### config.mk
export PLATFORM = sky130hd
export DESIGN_NAME = fetchUnit
export DESIGN_NICKNAME = d
export VERILOG_FILES = /design/src/hdl/cpuPkg.sv /design/src/hdl/adder16.sv /design/src/hdl/fetchUnit.sv /design/src/hdl/flagRegister.sv /design/src/hdl/pcControl.sv /design/src/hdl/pcSequencer.sv
export SDC_FILE = /design/constraint.sdc
export NUM_CORES = 1
export LEC_CHECK = 0
export BUFFER_PORTS_ARGS = -buffer_cell sky130_fd_sc_hd__buf_4
export CAP_MARGIN = 20
export CORE_MARGIN = 2
export CORE_UTILIZATION = 30
export CTS_CLUSTER_SIZE = 8
export DETAILED_ROUTE_END_ITERATION = 8
export GPL_TIMING_DRIVEN = 0
export HOLD_SLACK_MARGIN = 0.15
export PLACE_DENSITY = 0.5
export SYNTH_ARGS = -nofsm -noshare
export SYNTH_HDL_FRONTEND = slang
export SYNTH_SLANG_ARGS = --single-unit
### constraint.sdc
create_clock -name clk -period 7.5 [get_ports clk]
set_input_delay 1.5 -clock clk [delete_from_list [all_inputs] [get_ports clk]]
set_output_delay 1.5 -clock clk [all_outputs]
set_load 0.005 [all_outputs]
### src/hdl/cpuPkg.sv
`default_nettype none

package cpuPkg;

  typedef logic [15:0] word_t;          // data or byte address
  typedef logic [3:0] opcode_t;         // top nibble of the instruction
  typedef logic [2:0] cond_t;           // branch condition code
  typedef logic signed [8:0] offset_t;  // branch offset in instructions

  // control-flow opcodes, everything else just steps the pc
  localparam opcode_t OP_B   = 4'd12;   // immediate branch
  localparam opcode_t OP_BR  = 4'd13;   // branch to register
  localparam opcode_t OP_PCS = 4'd14;   // pc save
  localparam opcode_t OP_HLT = 4'd15;   // halt

  typedef struct packed {
    logic n;                            // negative
    logic v;                            // overflow
    logic z;                            // zero
  } flags_t;

  // one decoded control-flow request per cycle, 32 bits
  typedef struct packed {
    opcode_t op;
    cond_t   cond;
    offset_t offset;
    word_t   regTarget;                 // register value for BR
  } branchReq_t;

  // alu writeback toward the flag register, 20 bits
  typedef struct packed {
    word_t  result;
    logic   overflow;
    flags_t writeMask;                  // one enable per flag
  } aluWb_t;

  typedef enum logic {
    RUN,
    HALTED
  } seqState_t;

endpackage

`default_nettype wire

### src/hdl/adder16.sv
`default_nettype none

module adder16 import cpuPkg::*; (
  input  word_t a,
  input  word_t b,
  input  logic  cin,
  output word_t sum,
  output logic  cout
);

  wire [15:0] gen;                      // per-bit generate
  wire [15:0] prop;                     // per-bit propagate
  wire [16:0] carry;                    // carry into each bit, [16] is carry out
  wire [3:0]  grpGen;                   // group generate
  wire [3:0]  grpProp;                  // group propagate

  assign gen  = a & b;
  assign prop = a ^ b;

  assign carry[0] = cin;

  // four 4-bit lookahead groups
  genvar k;
  generate
    for (k = 0; k < 4; k++) begin : grp
      localparam int B = 4 * k;         // lowest bit of this group
      assign carry[B+1] = gen[B] | (prop[B] & carry[B]);
      assign carry[B+2] = gen[B+1] | (prop[B+1] & gen[B])
                        | (prop[B+1] & prop[B] & carry[B]);
      assign carry[B+3] = gen[B+2] | (prop[B+2] & gen[B+1])
                        | (prop[B+2] & prop[B+1] & gen[B])
                        | (prop[B+2] & prop[B+1] & prop[B] & carry[B]);
      assign grpGen[k]  = gen[B+3] | (prop[B+3] & gen[B+2])
                        | (prop[B+3] & prop[B+2] & gen[B+1])
                        | (prop[B+3] & prop[B+2] & prop[B+1] & gen[B]);
      assign grpProp[k] = &prop[B+3:B];
    end
  endgenerate

  // second level, carries into groups 1..3 and the carry out
  assign carry[4]  = grpGen[0] | (grpProp[0] & cin);
  assign carry[8]  = grpGen[1] | (grpProp[1] & grpGen[0])
                   | (grpProp[1] & grpProp[0] & cin);
  assign carry[12] = grpGen[2] | (grpProp[2] & grpGen[1])
                   | (grpProp[2] & grpProp[1] & grpGen[0])
                   | (grpProp[2] & grpProp[1] & grpProp[0] & cin);
  assign carry[16] = grpGen[3] | (grpProp[3] & grpGen[2])
                   | (grpProp[3] & grpProp[2] & grpGen[1])
                   | (grpProp[3] & grpProp[2] & grpProp[1] & grpGen[0])
                   | (&grpProp & cin);

  assign sum  = prop ^ carry[15:0];
  assign cout = carry[16];

endmodule

`default_nettype wire

### src/hdl/fetchUnit.sv
`default_nettype none

module fetchUnit import cpuPkg::*; #(
  parameter word_t RESET_PC = '0
) (
  input  logic       clk,
  input  logic       reset,
  input  logic       stall,
  input  branchReq_t req,               // decoded control-flow request
  input  aluWb_t     aluWb,             // alu flag writeback
  output word_t      pc,
  output flags_t     flags,
  output logic       halted
);

  word_t nextPc;                        // pcControl -> sequencer
  logic  haltReq;

  pcSequencer #(
    .RESET_PC (RESET_PC)
  ) seq0 (
    .clk     (clk),
    .reset   (reset),
    .stall   (stall),
    .nextPc  (nextPc),
    .haltReq (haltReq),
    .pc      (pc),
    .halted  (halted)
  );

  pcControl ctl0 (
    .pc      (pc),
    .req     (req),
    .flags   (flags),                   // registered flags, pre-write
    .nextPc  (nextPc),
    .haltReq (haltReq)
  );

  flagRegister flg0 (
    .clk   (clk),
    .reset (reset),
    .aluWb (aluWb),
    .flags (flags)
  );

endmodule

`default_nettype wire

### src/hdl/flagRegister.sv
`default_nettype none

module flagRegister import cpuPkg::*; (
  input  logic   clk,
  input  logic   reset,
  input  aluWb_t aluWb,
  output flags_t flags
);

  flags_t newFlags;                     // flags as derived from the result

  // derive candidate flags from the writeback
  always_comb begin
    newFlags.n = aluWb.result[15];      // sign bit
    newFlags.v = aluWb.overflow;
    newFlags.z = (aluWb.result == '0);
  end

  // each flag loads only where its mask bit is set
  // runs regardless of stall or halt
  always_ff @(posedge clk) begin
    if (reset) begin
      flags <= '0;
    end else begin
      if (aluWb.writeMask.n) begin
        flags.n <= newFlags.n;
      end
      if (aluWb.writeMask.v) begin
        flags.v <= newFlags.v;
      end
      if (aluWb.writeMask.z) begin
        flags.z <= newFlags.z;
      end
    end
  end

endmodule

`default_nettype wire

### src/hdl/pcControl.sv
`default_nettype none

module pcControl import cpuPkg::*; (
  input  word_t      pc,
  input  branchReq_t req,
  input  flags_t     flags,             // flags before this cycle's write
  output word_t      nextPc,
  output logic       haltReq
);

  word_t pcPlus2;                       // sequential successor
  word_t offsetShift;                   // sign-extended offset in bytes
  word_t branchTarget;                  // pc+2 plus offset
  logic  takeBranch;                    // condition holds

  // offset counts instructions, instructions are 2 bytes
  assign offsetShift = {{6{req.offset[8]}}, req.offset, 1'b0};

  adder16 incAdder (
    .a    (pc),
    .b    (word_t'(2)),
    .cin  (1'b0),
    .sum  (pcPlus2),
    .cout ()                            // wraps mod 2^16
  );

  adder16 tgtAdder (
    .a    (pcPlus2),
    .b    (offsetShift),
    .cin  (1'b0),
    .sum  (branchTarget),
    .cout ()
  );

  // condition code against n/v/z
  always_comb begin
    case (req.cond)
      3'd0:    takeBranch = ~flags.z;                // not equal
      3'd1:    takeBranch = flags.z;                 // equal
      3'd2:    takeBranch = ~flags.z & ~flags.n;     // greater than
      3'd3:    takeBranch = flags.n;                 // less than
      3'd4:    takeBranch = flags.z | ~flags.n;      // greater or equal
      3'd5:    takeBranch = flags.n | flags.z;       // less or equal
      3'd6:    takeBranch = flags.v;                 // overflow
      default: takeBranch = 1'b1;                    // unconditional
    endcase
  end

  // next pc by opcode
  always_comb begin
    case (req.op)
      OP_B:    nextPc = takeBranch ? branchTarget : pcPlus2;
      OP_BR:   nextPc = takeBranch ? req.regTarget : pcPlus2;
      OP_PCS:  nextPc = pcPlus2;        // link write lives elsewhere
      OP_HLT:  nextPc = pc;             // hold on halt
      default: nextPc = pcPlus2;
    endcase
  end

  assign haltReq = (req.op == OP_HLT);

endmodule

`default_nettype wire

### src/hdl/pcSequencer.sv
`default_nettype none

module pcSequencer import cpuPkg::*; #(
  parameter word_t RESET_PC = '0        // must be even
) (
  input  logic  clk,
  input  logic  reset,
  input  logic  stall,                  // hold pc and state
  input  word_t nextPc,
  input  logic  haltReq,
  output word_t pc,
  output logic  halted
);

  seqState_t state;
  seqState_t stateNext;
  logic      advance;                   // pc loads this edge

  assign advance = (state == RUN) && !stall;

  always_comb begin
    stateNext = state;
    case (state)
      RUN: begin
        if (!stall && haltReq) begin
          stateNext = HALTED;           // same edge that accepts HLT
        end
      end
      HALTED: begin
        stateNext = HALTED;             // only reset leaves
      end
    endcase
  end

  always_ff @(posedge clk) begin
    if (reset) begin
      state <= RUN;
      pc    <= RESET_PC;
    end else begin
      state <= stateNext;
      if (advance) begin
        pc <= nextPc;
      end
    end
  end

  assign halted = (state == HALTED);

endmodule

`default_nettype wire

======== Word level (Yosys, flattened, before mapping) ========
Index checks and enable logic that the tools add are counted.
operators by class
  equal/unequal tests ..................... 9
  mux-type cells .......................... 6
  bitwise operators ....................... 119
  reductions and logical operators ........ 10
operator list
  cell                number
  $and 1x1->1         75
  $pmux 16 s3         1
  $xor 16x16->16      3
  $or 1x1->1          35
  $mux 16             2
  $logic_not 16->1    1
  $reduce_and 4->1    4
  $and 15x15->15      1
  $eq 4x4->1 const B  3
  $eq 3x3->1 const B  3
  $pmux 1 s7          1
  $eq 3x2->1 const B  2
  $not 1->1           5
  $eq 3x1->1 const B  1
  $logic_not 3->1     1
  $logic_and 1x1->1   2
  $pmux 1 s2          1
  $reduce_and 2->1    1
  $logic_not 1->1     1
  $mux 1              1
storage, ports and cells
  register bits ........................... 20
  input bits .............................. 55
  output and inout port bits .............. 20
  word-level logic and storage cells ...... 149

======== Depth between registers and ports, before layout ========
Gate-level depths: netlist of the first run.
  word-level depth ........................ 18
  depth in mapped cells ................... 17
  depth with buffers taken out ............ 16

======== By module ========
Synthesis of the first run repeated with hierarchy kept, for this count alone.
unflattened totals
  cells, all modules ...................... 421
  area total of the unflattened synthesis .. 3,171.8 µm²
by module, submodules not included
  module                   times used  cells an instance  area each (µm²)  seq. area each (µm²)
  pcControl                1           157                914.6            0.0
  adder16 (ctl0.tgtAdder)  1           94                 742.0            0.0
  pcSequencer              1           76                 690.7            340.3
  adder16 (ctl0.incAdder)  1           80                 676.9            0.0
  flagRegister             1           14                 147.6            60.1

======== Worst setup path after synthesis of the first run ========
No wires, ideal clock.
  path type ............................... input to register
  start ................................... input port req[17] (netlist name)
  end ..................................... register seq0.pc[13]
  setup time .............................. 0.128 ns
  arrival ................................. 3.318 ns
  data required time ...................... 7.372 ns
  setup slack ............................. 4.054 ns
  stages on the path ...................... 12
  path buffers ............................ 0
  path through ............................ ha_1 a211oi_2 nor4b_2 nor2_1 o21bai_1 fa_1 xnor2_1 nor2_1 a21oi_1 o21ai_0 a22oi_1 nor2_1
between the ends
  word-level cells in the longest chain between the ends .. 12
  elaborated cells between the ends (all ways) .. 17
  classes of those cells .................. mux: 2; bitwise: 15
RTL lines
  what                                              line                                         RTL
  start, declared                                   fetchUnit.sv:9                               input branchReq_t req,
  $and 15x15->15 or $xor 16x16->16 (tied branches)  adder16.sv:17, adder16.sv:18
  $and 1x1->1 (on tied branches)                    adder16.sv:33, adder16.sv:34, adder16.sv:35
  $or 1x1->1 (tied with other cells)                adder16.sv:33                                assign grpGen[k] = gen[B+3] | (prop[B+3] & gen[B+2])
  $or 1x1->1 or $and 1x1->1 (tied branches)         adder16.sv:34, adder16.sv:35
  $or 1x1->1 *                                      adder16.sv:35                                | (prop[B+3] & prop[B+2] & prop[B+1] & gen[B]);
  $and 1x1->1 *                                     adder16.sv:45                                | (grpProp[2] & grpProp[1] & grpGen[0])
  $or 1x1->1 *                                      adder16.sv:45
  $and 1x1->1 *                                     adder16.sv:27                                assign carry[B+1] = gen[B] | (prop[B] & carry[B]);
  $or 1x1->1 *                                      adder16.sv:27
  $xor 16x16->16 *                                  adder16.sv:52                                assign sum = prop ^ carry[15:0];
  $mux 16 *                                         pcControl.sv:52                              OP_B: nextPc = takeBranch ? branchTarget : pcPlus2;
  $pmux 16 s3 *                                     pcControl.sv:51                              case (req.op)
  end signal, assigned                              pcSequencer.sv:42                            pc <= nextPc;
  end, declared                                     pcSequencer.sv:11                            output word_t pc,
Every way passes the cells marked *; elsewhere a longest branch is shown, timed or not.
A chain may end at the register's enable or synchronous reset.

======== Final worst setup path of the first run ========
Ends and elaborated chain as after synthesis.

==> results.toml, run 1 <==
[status]
outcome = "finished clean"

[drt]
firstDrtPassIters = 4
drtIter0Drc = 90
drc = 0
wl_per_cell_um = 14.7
drt_wl_total_um = 6270
postRouteAntennaNets = 0
avgViaCountPerCell = 5.09
vias = 2167

[worst_hold_path]
holdCritPathClass = "flip-flop to flip-flop"

[logic_synthesis]
ys_warn_count = 0
syn_nets = 346
synth_edf_count = 0
synthFlopType = "dfxtp_1"
syn-cell-area_um2 = 2070
synth_async_sr_flop_share_pct = 0
yosys_register_bits = 20
synthCells = 269
ys_types = 57
syn_area_per_cell_um2 = 7.70
ys_seq_area_share_pct = 19.3

[placed_design]
dp.final_hpwl_um = 5030
gp_congestion = 0.762
placed_cells = 422
port_buffers = 73

[worst_setup_path]
startpoint_type = "primary input"
cp.required_ns = 7.63
crit_fanout = 3
criticalPathCategory = "primary input to flip-flop"
cpMostUsedCell = "nor2_1"
cp_data_arrival_time_ns = 3.79
max_stage_delay_ns = 0.38
endpoint_kind = "flip-flop"
cp_cell_sequence = "buf_4, ha_1, a211oi_2, nor4b_2, nor2_1, o21bai_1, fa_1, xnor2_1, nor2_1, a21oi_1, o21ai_0, a22oi_1, nor2_1"
cp_slowest_cell = "fa_1"

[sta]
max_freq_ghz = 0.273
worst_pin_slew_ns = 0.689
setup_tns_ns = 0
hold_viol = 0
drv_slew = 0
setup_viol = 0
fin_skew_ns = 0.000705
rsz0062_at_grt = "no"
period_minus_slack_ns = 3.66
slew_headroom_pct = 54.0
fin_crit_sh_pct = 48.8

[clocking]
cts_made_buffers = 3
post_cts_buffers = 0
holdBufCountCts = 0
cts_resized = 0
htree_num_levels = 1
clock-sinks = 20
clock_path_buffers = 2
clkTransAtPathRegs_ns = 0.08
clk_latency_ns = 0.26
ctsRootBufferMaster = "clkbuf_8"
cts_tree = "done"

[power]
peakVddDrop_mv = 0.0493
total_power_uw = 319
p_seq_share_pct = 37.0
powerDensity_nw_per_um2 = 115
p_int_uw = 217
p_sw_uw = 102
pwr-share-clk_pct = 26.1
switching_share_pct = 32.0
power_frac_comb_pct = 37.0
leakage_uw = 0.00127

[die]
die_area_um2 = 7580
core_area_um2 = 6720
rows = 30
fp.dieW_um = 87.1
fp.dieH_um = 87.1
initial_core_util_pct = 30.8
io_pins = 75

[global_routing]
grt_remaining_overflow = 0
grt_usage_pct = 16.4
antenna_found_initial = 0
grt_pass1_vias = 2090
grt_pass1_wl_um = 9790
grt_max_degree = 12

[finish]
drive_gt1_share_pct = 26.6
final_cell_mix = "73 x buf_4, 37 x nor2_1, 25 x a21oi_1, 20 x dfxtp_1"
n_antenna_cell = 0
nets = 424
fin_cells = 426
layout_commonest_cell = "buf_4"
fillerInstances = 695
areaGrowthSynthToFinish_pct = 34.0
post-route-util_pct = 41.3

[flow_run]
max_cap_viol_count = 0
==> cell usage after synthesis, drive strengths merged (5+ instances only) <==
library cell,instances,area share (%)
nand3b,6,2.2
nand3,5,1.5
nor3,9,2.7
a31oi,5,1.5
ha,18,11
xor2,12,5.1
a211oi,5,2.1
nor2,38,7.0
mux2i,6,2.9
nand2b,6,1.8
nand2,19,3.8
clkbuf,10,1.8
xnor2,7,3.9
o21ai,15,3.6
dfxtp,20,19
a21oi,25,6.0
inv,12,2.2
==> critical path: cells and delay by family <==
family                     cells  cell delay (ns)
AOI/OAI and AO/OA              5             0.94
adders and majority gates      2             0.69
and+or+nand+nor                4             0.39
xor gates and xnor gates       1             0.17
buffers and inverters          1             0.11
==> flip-flops by register name (all words and copies together), names as in the netlist <==
name and count:
flg0.flags 3, seq0.halted 1, seq0.pc 16
==> per-layer routing <==
metal  up-vias  part of all wire [%]  track usage [%]
met2        52                    50             29.8
li1       1130                     -                -
met1       985                    45             20.9
met5         -                     0                0
met3         0                   4.3             2.37
met4         0                     0             2.41
==> cell families (layout without fill, tap and decap cells) <==
logic type | count (synthesis) | in the layout | synth area share (%)
and+or+nand+nor | 102 | 102 | 25.6
AOI/OAI and AO/OA | 74 | 74 | 22.7
buffers and inverters | 24 | 101 | 4.77
adders and majority gates | 23 | 23 | 15.3
DFF | 20 | 20 | 19.3
xor gates and xnor gates | 19 | 19 | 8.94
muxes | 7 | 7 | 3.44
==> per-stage QoR <==
stage | setup WS [ns] | instance area [um^2] | hold slack (ns)
5_1_grt | 3.67 | 2770 | 0.528
2_1_floorplan | 4.05 | 2070 | 0.478
6_report | 3.84 | 2770 | 0.504
3_3_place_gp | 3.52 | 2720 | 0.483
3_5_place_dp | 3.53 | 2720 | 0.490
4_1_cts | 3.80 | 2770 | 0.509
==> power by group through the flow <==
stage / sequential [uW] / combinational [uW] / clock [uW]
3_3_place_gp: 121 / 118 / 0
5_1_grt: 119 / 133 / 90.9
6_report: 118 / 118 / 83.2
2_1_floorplan: 120 / 70.0 / 0
3_5_place_dp: 121 / 119 / 0
4_1_cts: 118 / 120 / 85.5
==> cell type report <==
class                   instances  area [um^2]  area share (%)
multi-input cells             225         1570            56.7
inverters                      12         45.0            1.62
repair buffers                 73          548            19.8
flip-flops and latches         20          400            14.4
clock buffers                   4         55.1            1.98
well taps                      80          100            3.61
plain buffers                  12         53.8            1.94
==> path summary, 6_finish.rpt <==
kind | start | endpoint | slack (ns) | cells past startpoint
min reg2reg | seq0.pc[0]$_SDFFE_PP0P_ | seq0.pc[0]$_SDFFE_PP0P_ | 0.50 | 2
min | seq0.pc[0]$_SDFFE_PP0P_ | seq0.pc[0]$_SDFFE_PP0P_ | 0.50 | 2
max | req[17] | seq0.pc[13]$_SDFFE_PP0P_ | 3.84 | 13
max reg2reg | seq0.pc[3]$_SDFFE_PP0P_ | seq0.pc[15]$_SDFFE_PP0P_ | 4.05 | 16
Power figures use the tool's default switching activity.
==> run 2, diff against run 1 <==
- clock period: 7.5 -> 3.67 ns (I/O delays scaled with it)
==> run 2 against run 1 <==
Against the previous run: critical path type is now flip-flop to flip-flop; global-route usage did not move; sequential share of layout area barely moved; critical path depth rose by 3; via count rose by 0.18%; combinational power rose by 100%; sequential power rose by 100%; design area barely moved; total power rose by 100%; first-iteration DRC count fell by 1.1%; clock-buffer cell count did not move.
==> results.toml, run 2 (synthesized netlist as in run 1, its figures left out) <==
[placed_design]
port_buffers = 73
post-place-ws_ns = 0.224
dp.final_hpwl_um = 5030
gp_congestion = 0.762
place_area_um2 = 2720

[status]
outcome = "finished clean"

[global_routing]
antenna_found_initial = 0
grt_max_degree = 12
grt_use_met3_pct = 2.37
grt_remaining_overflow = 0
grt_usage_pct = 16.4
grt_pass1_wl_um = 9790
gr-usage-met1_pct = 20.9
grt_pass1_vias = 2090
top_usage_layer = "met2"
gr-usage-met2_pct = 29.8

[drt]
drc = 0
drtIter0Drc = 89
wl_per_cell_um = 14.7
drt_wl_total_um = 6270
avgViaCountPerCell = 5.10
vias = 2171
firstDrtPassIters = 4
postRouteAntennaNets = 0

[finish]
drive_gt1_share_pct = 26.6
ff_latch_area_um2 = 400
fillerInstances = 694
multiInputGateArea_um2 = 1570
regMostFlops = "seq0.pc"
layout_commonest_cell = "buf_4"
post-route-util_pct = 41.3
largest_reg_flops = 16
final_cell_mix = "73 x buf_4, 37 x nor2_1, 25 x a21oi_1, 20 x dfxtp_1"
nets = 424
fin_area_um2 = 2780
n_antenna_cell = 0
areaGrowthSynthToFinish_pct = 34.0

[sta]
holdWs_ns = 0.504
rsz0062_at_grt = "no"
setup_viol = 0
max_freq_ghz = 0.290
drv_slew = 0
period_minus_slack_ns = 3.45
worst_pin_slew_ns = 0.679
fin_skew_ns = 0.000691
setup_slack_ns = 0.221
hold_viol = 0
slew_headroom_pct = 54.6
fin_crit_sh_pct = 94.0
setup_tns_ns = 0

[worst_setup_path]
cp_cell_sequence = "nand3_2, nor3_4, and3_1, buf_6, and3_2, ha_1, xor2_1, ha_1, nand2_1, inv_1, a31oi_1, a2111oi_1, a311oi_1, xnor2_1, mux2_1, o21ai_1"
critPathBufInv = 2
r2r_start = "seq0.pc[3]$_SDFFE_PP0P_"
startpoint_type = "flip-flop"
rr_endpoint = "seq0.pc[15]$_SDFFE_PP0P_"
crit_fanout = 7
cp_slowest_cell = "dfxtp_1"
cp_data_arrival_time_ns = 3.64
criticalPathCategory = "flip-flop to flip-flop"
cp.required_ns = 3.86
max_stage_delay_ns = 0.43
cpLargestDelayFamily = "simple AND/OR/NAND/NOR gates"
cpMostUsedCell = "ha_1"
reg2reg_depth = 16
endpoint_kind = "flip-flop"
r2r_setup_slack_ns = 0.22
cp.depth = 16

[clocking]
htree_num_levels = 1
clk_latency_ns = 0.26
post_cts_buffers = 0
clock_path_buffers = 2
cts_tree = "done"
ctsRootBufferMaster = "clkbuf_8"
clkTransAtPathRegs_ns = 0.08
clock-sinks = 20
cts_made_buffers = 3

[die]
fp.dieH_um = 87.1
initial_core_util_pct = 30.8
io_pins = 75
die_area_um2 = 7580
fp.dieW_um = 87.1
core_area_um2 = 6720
rows = 30

[worst_hold_path]
hold_path_depth = 2
min_from = "seq0.pc[0]$_SDFFE_PP0P_"
holdCritPathClass = "flip-flop to flip-flop"
hold_path_end = "seq0.pc[0]$_SDFFE_PP0P_"

[power]
peakVddDrop_mv = 0.101
powerDensity_nw_per_um2 = 235
leakage_uw = 0.00127

[flow_run]
max_cap_viol_count = 0
-- run 2: worst register-to-register path: stages, from the launching register on --
cell and delay (ns):
dfxtp_1 0.43, nand3_2 0.16, nor3_4 0.23, and3_1 0.19, buf_6 0.14, and3_2 0.18
ha_1 0.19, xor2_1 0.19, ha_1 0.30, nand2_1 0.08, inv_1 0.04, a31oi_1 0.19
a2111oi_1 0.12, a311oi_1 0.37, xnor2_1 0.19, mux2_1 0.33, o21ai_1 0.06
-- run 2: how the worst max path moves through the flow --
stage                                 start                        to
CTS                 seq0.pc[3]$_SDFFE_PP0P_  seq0.pc[15]$_SDFFE_PP0P_
finish              seq0.pc[3]$_SDFFE_PP0P_  seq0.pc[15]$_SDFFE_PP0P_
global placement    seq0.pc[1]$_SDFFE_PP0P_  seq0.pc[15]$_SDFFE_PP0P_
floorplan           seq0.pc[3]$_SDFFE_PP0P_  seq0.pc[15]$_SDFFE_PP0P_
detailed placement  seq0.pc[3]$_SDFFE_PP0P_  seq0.pc[15]$_SDFFE_PP0P_
global route        seq0.pc[3]$_SDFFE_PP0P_  seq0.pc[13]$_SDFFE_PP0P_
-- run 2: where the power goes --
| group | switching [uW] | internal (uW) | total (uW) |
|---|---|---|---|
| clock network | 74.5 | 95.5 | 170 |
| registers | 14.3 | 227 | 241 |
| logic | 120 | 121 | 241 |
| total | 209 | 444 | 653 |
-- run 2: layout make-up --
class	count	area share, %
Multi-Input combinational cell	225	56.7
Timing Repair Buffer	73	19.7
Sequential cell	20	14.4
Tap cell	80	3.61
Clock buffer	4	1.98
Buffer	12	1.94
Inverter	12	1.62
-- run 2: repair_timing --
item / 4_1_cts / 5_1_grt
resized for setup: 0 / 1
hold buffers: 0 / 0
setup endpoints to repair: 0 / 1
-- run 2: per-stage QoR --
stage | total power [uW] | instances
finish | 653 | 426
floorplan | 387 | 269
global placement | 489 | 422
CTS | 661 | 426
global route | 702 | 426
detailed placement | 491 | 422
-- run 2: metal layers --
layer,routed length [um],vias to the layer above
met4,0,0
met5,0,-
met2,3150,58
met1,2850,982
met3,276,0
li1,-,1131
==> run 3, diff against run 2 <==
- RECOVER_POWER: not set -> 100
==> run 3 against run 2 <==
Against the previous run: core utilization down 0.11 points; maximum frequency shrank 0.22%; via count is 0.14% lower; clock-buffer cell count is the same; global-route usage unchanged; non-clock buffer count is the same; flip-flop and latch count stayed put; clock skew up 0.0014 ns; highest routed layer unchanged.
==> results.toml, run 3 (synthesized netlist as in run 1, its figures left out) <==
[placed_design]
port_buffers = 73
dp.final_hpwl_um = 5030
place_area_um2 = 2720
gp_congestion = 0.762

[worst_setup_path]
rr_endpoint = "seq0.pc[15]$_SDFFE_PP0P_"
cp_cell_sequence = "nand3_2, nor3_4, and3_1, buf_6, and3_2, ha_1, xor2_1, ha_1, nand2_1, inv_1, a31oi_1, a2111oi_1, a311oi_1, xnor2_1, mux2_1, o21ai_1"
cpLargestDelayFamily = "simple AND/OR/NAND/NOR gates"
cp.required_ns = 3.86
criticalPathCategory = "flip-flop to flip-flop"
cp_data_arrival_time_ns = 3.65
reg2reg_depth = 16
endpoint_kind = "flip-flop"
cpMostUsedCell = "ha_1"
crit_fanout = 7
r2r_start = "seq0.pc[3]$_SDFFE_PP0P_"
startpoint_type = "flip-flop"
cp_slowest_cell = "dfxtp_1"
critPathBufInv = 2
r2r_setup_slack_ns = 0.21
max_stage_delay_ns = 0.43

[drt]
drtIter0Drc = 86
vias = 2168
postRouteAntennaNets = 0
firstDrtPassIters = 4
avgViaCountPerCell = 5.09
drc = 0
wl_per_cell_um = 14.7
drt_wl_total_um = 6240

[power]
p_int_uw = 442
peakVddDrop_mv = 0.101
pwr-share-clk_pct = 26.2
switching_share_pct = 32.2
leakage_uw = 0.00126
p_seq_share_pct = 37.0
p_sw_uw = 210
power_frac_comb_pct = 36.7
powerDensity_nw_per_um2 = 235

[clocking]
cts_tree = "done"
ctsRootBufferMaster = "clkbuf_8"
clock_path_buffers = 2
cts_made_buffers = 3
clk_latency_ns = 0.26
clkTransAtPathRegs_ns = 0.08
htree_num_levels = 1
clock-sinks = 20
post_cts_buffers = 0

[die]
fp.dieW_um = 87.1
rows = 30
fp.dieH_um = 87.1
core_area_um2 = 6720
io_pins = 75
die_area_um2 = 7580
initial_core_util_pct = 30.8

[finish]
largest_reg_flops = 16
final_cell_mix = "50 x buf_4, 37 x nor2_1, 25 x a21oi_1, 21 x clkbuf_4, 20 x dfxtp_1"
fin_area_um2 = 2770
drive_gt1_share_pct = 26.0
fillerInstances = 695
regMostFlops = "seq0.pc"
n_antenna_cell = 0
nets = 424
layout_commonest_cell = "buf_4"
areaGrowthSynthToFinish_pct = 33.7

[global_routing]
antenna_found_initial = 0
grt_pass1_vias = 2090
grt_pass1_wl_um = 9790
grt_usage_pct = 16.4
grt_max_degree = 12
grt_remaining_overflow = 0

[sta]
slew_headroom_pct = 54.6
rsz0062_at_grt = "no"
setup_viol = 0
period_minus_slack_ns = 3.46
fin_skew_ns = 0.00209
fin_crit_sh_pct = 94.2
setup_tns_ns = 0
hold_viol = 0
drv_slew = 0
worst_pin_slew_ns = 0.679
max_freq_ghz = 0.289

[worst_hold_path]
holdCritPathClass = "flip-flop to flip-flop"
hold_path_depth = 2
hold_path_end = "seq0.pc[0]$_SDFFE_PP0P_"
min_from = "seq0.pc[0]$_SDFFE_PP0P_"

[status]
outcome = "finished clean"

[flow_run]
max_cap_viol_count = 0
run 3: cell count changes in the layout (fill, tap and decap cells not counted):
cell,delta
clkbuf_1,+2
o21ai_0,+1
clkbuf_4,+21
o21ai_1,-1
buf_4,-23
run 3: repair_timing:
item,4_1_cts,5_1_grt
setup endpoints to repair,0,1
hold buffers,0,0
resized for setup,0,1
hold endpoints to repair,0,0
run 3: power groups by stage:
stage	registers [uW]	logic [uW]	clock network, uW
5_1_grt	244	270	186
4_1_cts	242	245	175
6_report	241	239	171
2_1_floorplan	244	143	0
3_3_place_gp	247	242	0
3_5_place_dp	247	244	0
run 3: worst max path at each step:
stage,from,slack [ns],endpoint,depth (start not counted)
floorplan,seq0.pc[3]$_SDFFE_PP0P_,0.67,seq0.pc[15]$_SDFFE_PP0P_,16
global placement,seq0.pc[1]$_SDFFE_PP0P_,0.24,seq0.pc[15]$_SDFFE_PP0P_,16
detailed placement,seq0.pc[3]$_SDFFE_PP0P_,0.22,seq0.pc[15]$_SDFFE_PP0P_,16
CTS,seq0.pc[3]$_SDFFE_PP0P_,0.18,seq0.pc[15]$_SDFFE_PP0P_,16
global route,seq0.pc[3]$_SDFFE_PP0P_,0.01,seq0.pc[13]$_SDFFE_PP0P_,17
finish,seq0.pc[3]$_SDFFE_PP0P_,0.21,seq0.pc[15]$_SDFFE_PP0P_,16
run 3: through the flow:
stage | std cells | power, uW | hold slack (ns) | setup slack [ns] | util [%]
after floorplan | 269 | 387 | 0.478 | 0.666 | -
after global placement | 422 | 489 | 0.483 | 0.237 | 40.5
after detailed placement | 422 | 491 | 0.490 | 0.224 | 40.5
after CTS | 426 | 661 | 0.509 | 0.184 | 41.3
after global routing | 426 | 700 | 0.525 | 0.0107 | 41.2
final | 426 | 652 | 0.500 | 0.213 | 41.2
run 3: area by class of cell:
type                            count  area, um^2  area share [%]
Sequential cell                    20         400            14.5
Timing Repair Buffer               73         541            19.5
Inverter                           12        45.0            1.63
Multi-Input combinational cell    225        1570            56.8
Tap cell                           80         100            3.62
Clock buffer                        4        55.1            1.99
Buffer                             12        53.8            1.94
run 3: worst register-to-register path: cells and delay by family (launching register included):
kind | cells | cell delay, ns
and+or+nand+nor | 5 | 0.85
AOI/OAI and AO/OA | 4 | 0.75
adders and majority gates | 2 | 0.49
DFF | 1 | 0.43
xor gates and xnor gates | 2 | 0.38
muxes | 1 | 0.33
buffers and inverters | 2 | 0.17
run 3: metal layers:
layer,vias to the layer above,track usage (%),wire (um)
met5,-,0,0
met4,0,2.41,0
met3,0,2.37,251
met2,52,29.8,3110
met1,985,20.9,2880
li1,1131,-,-
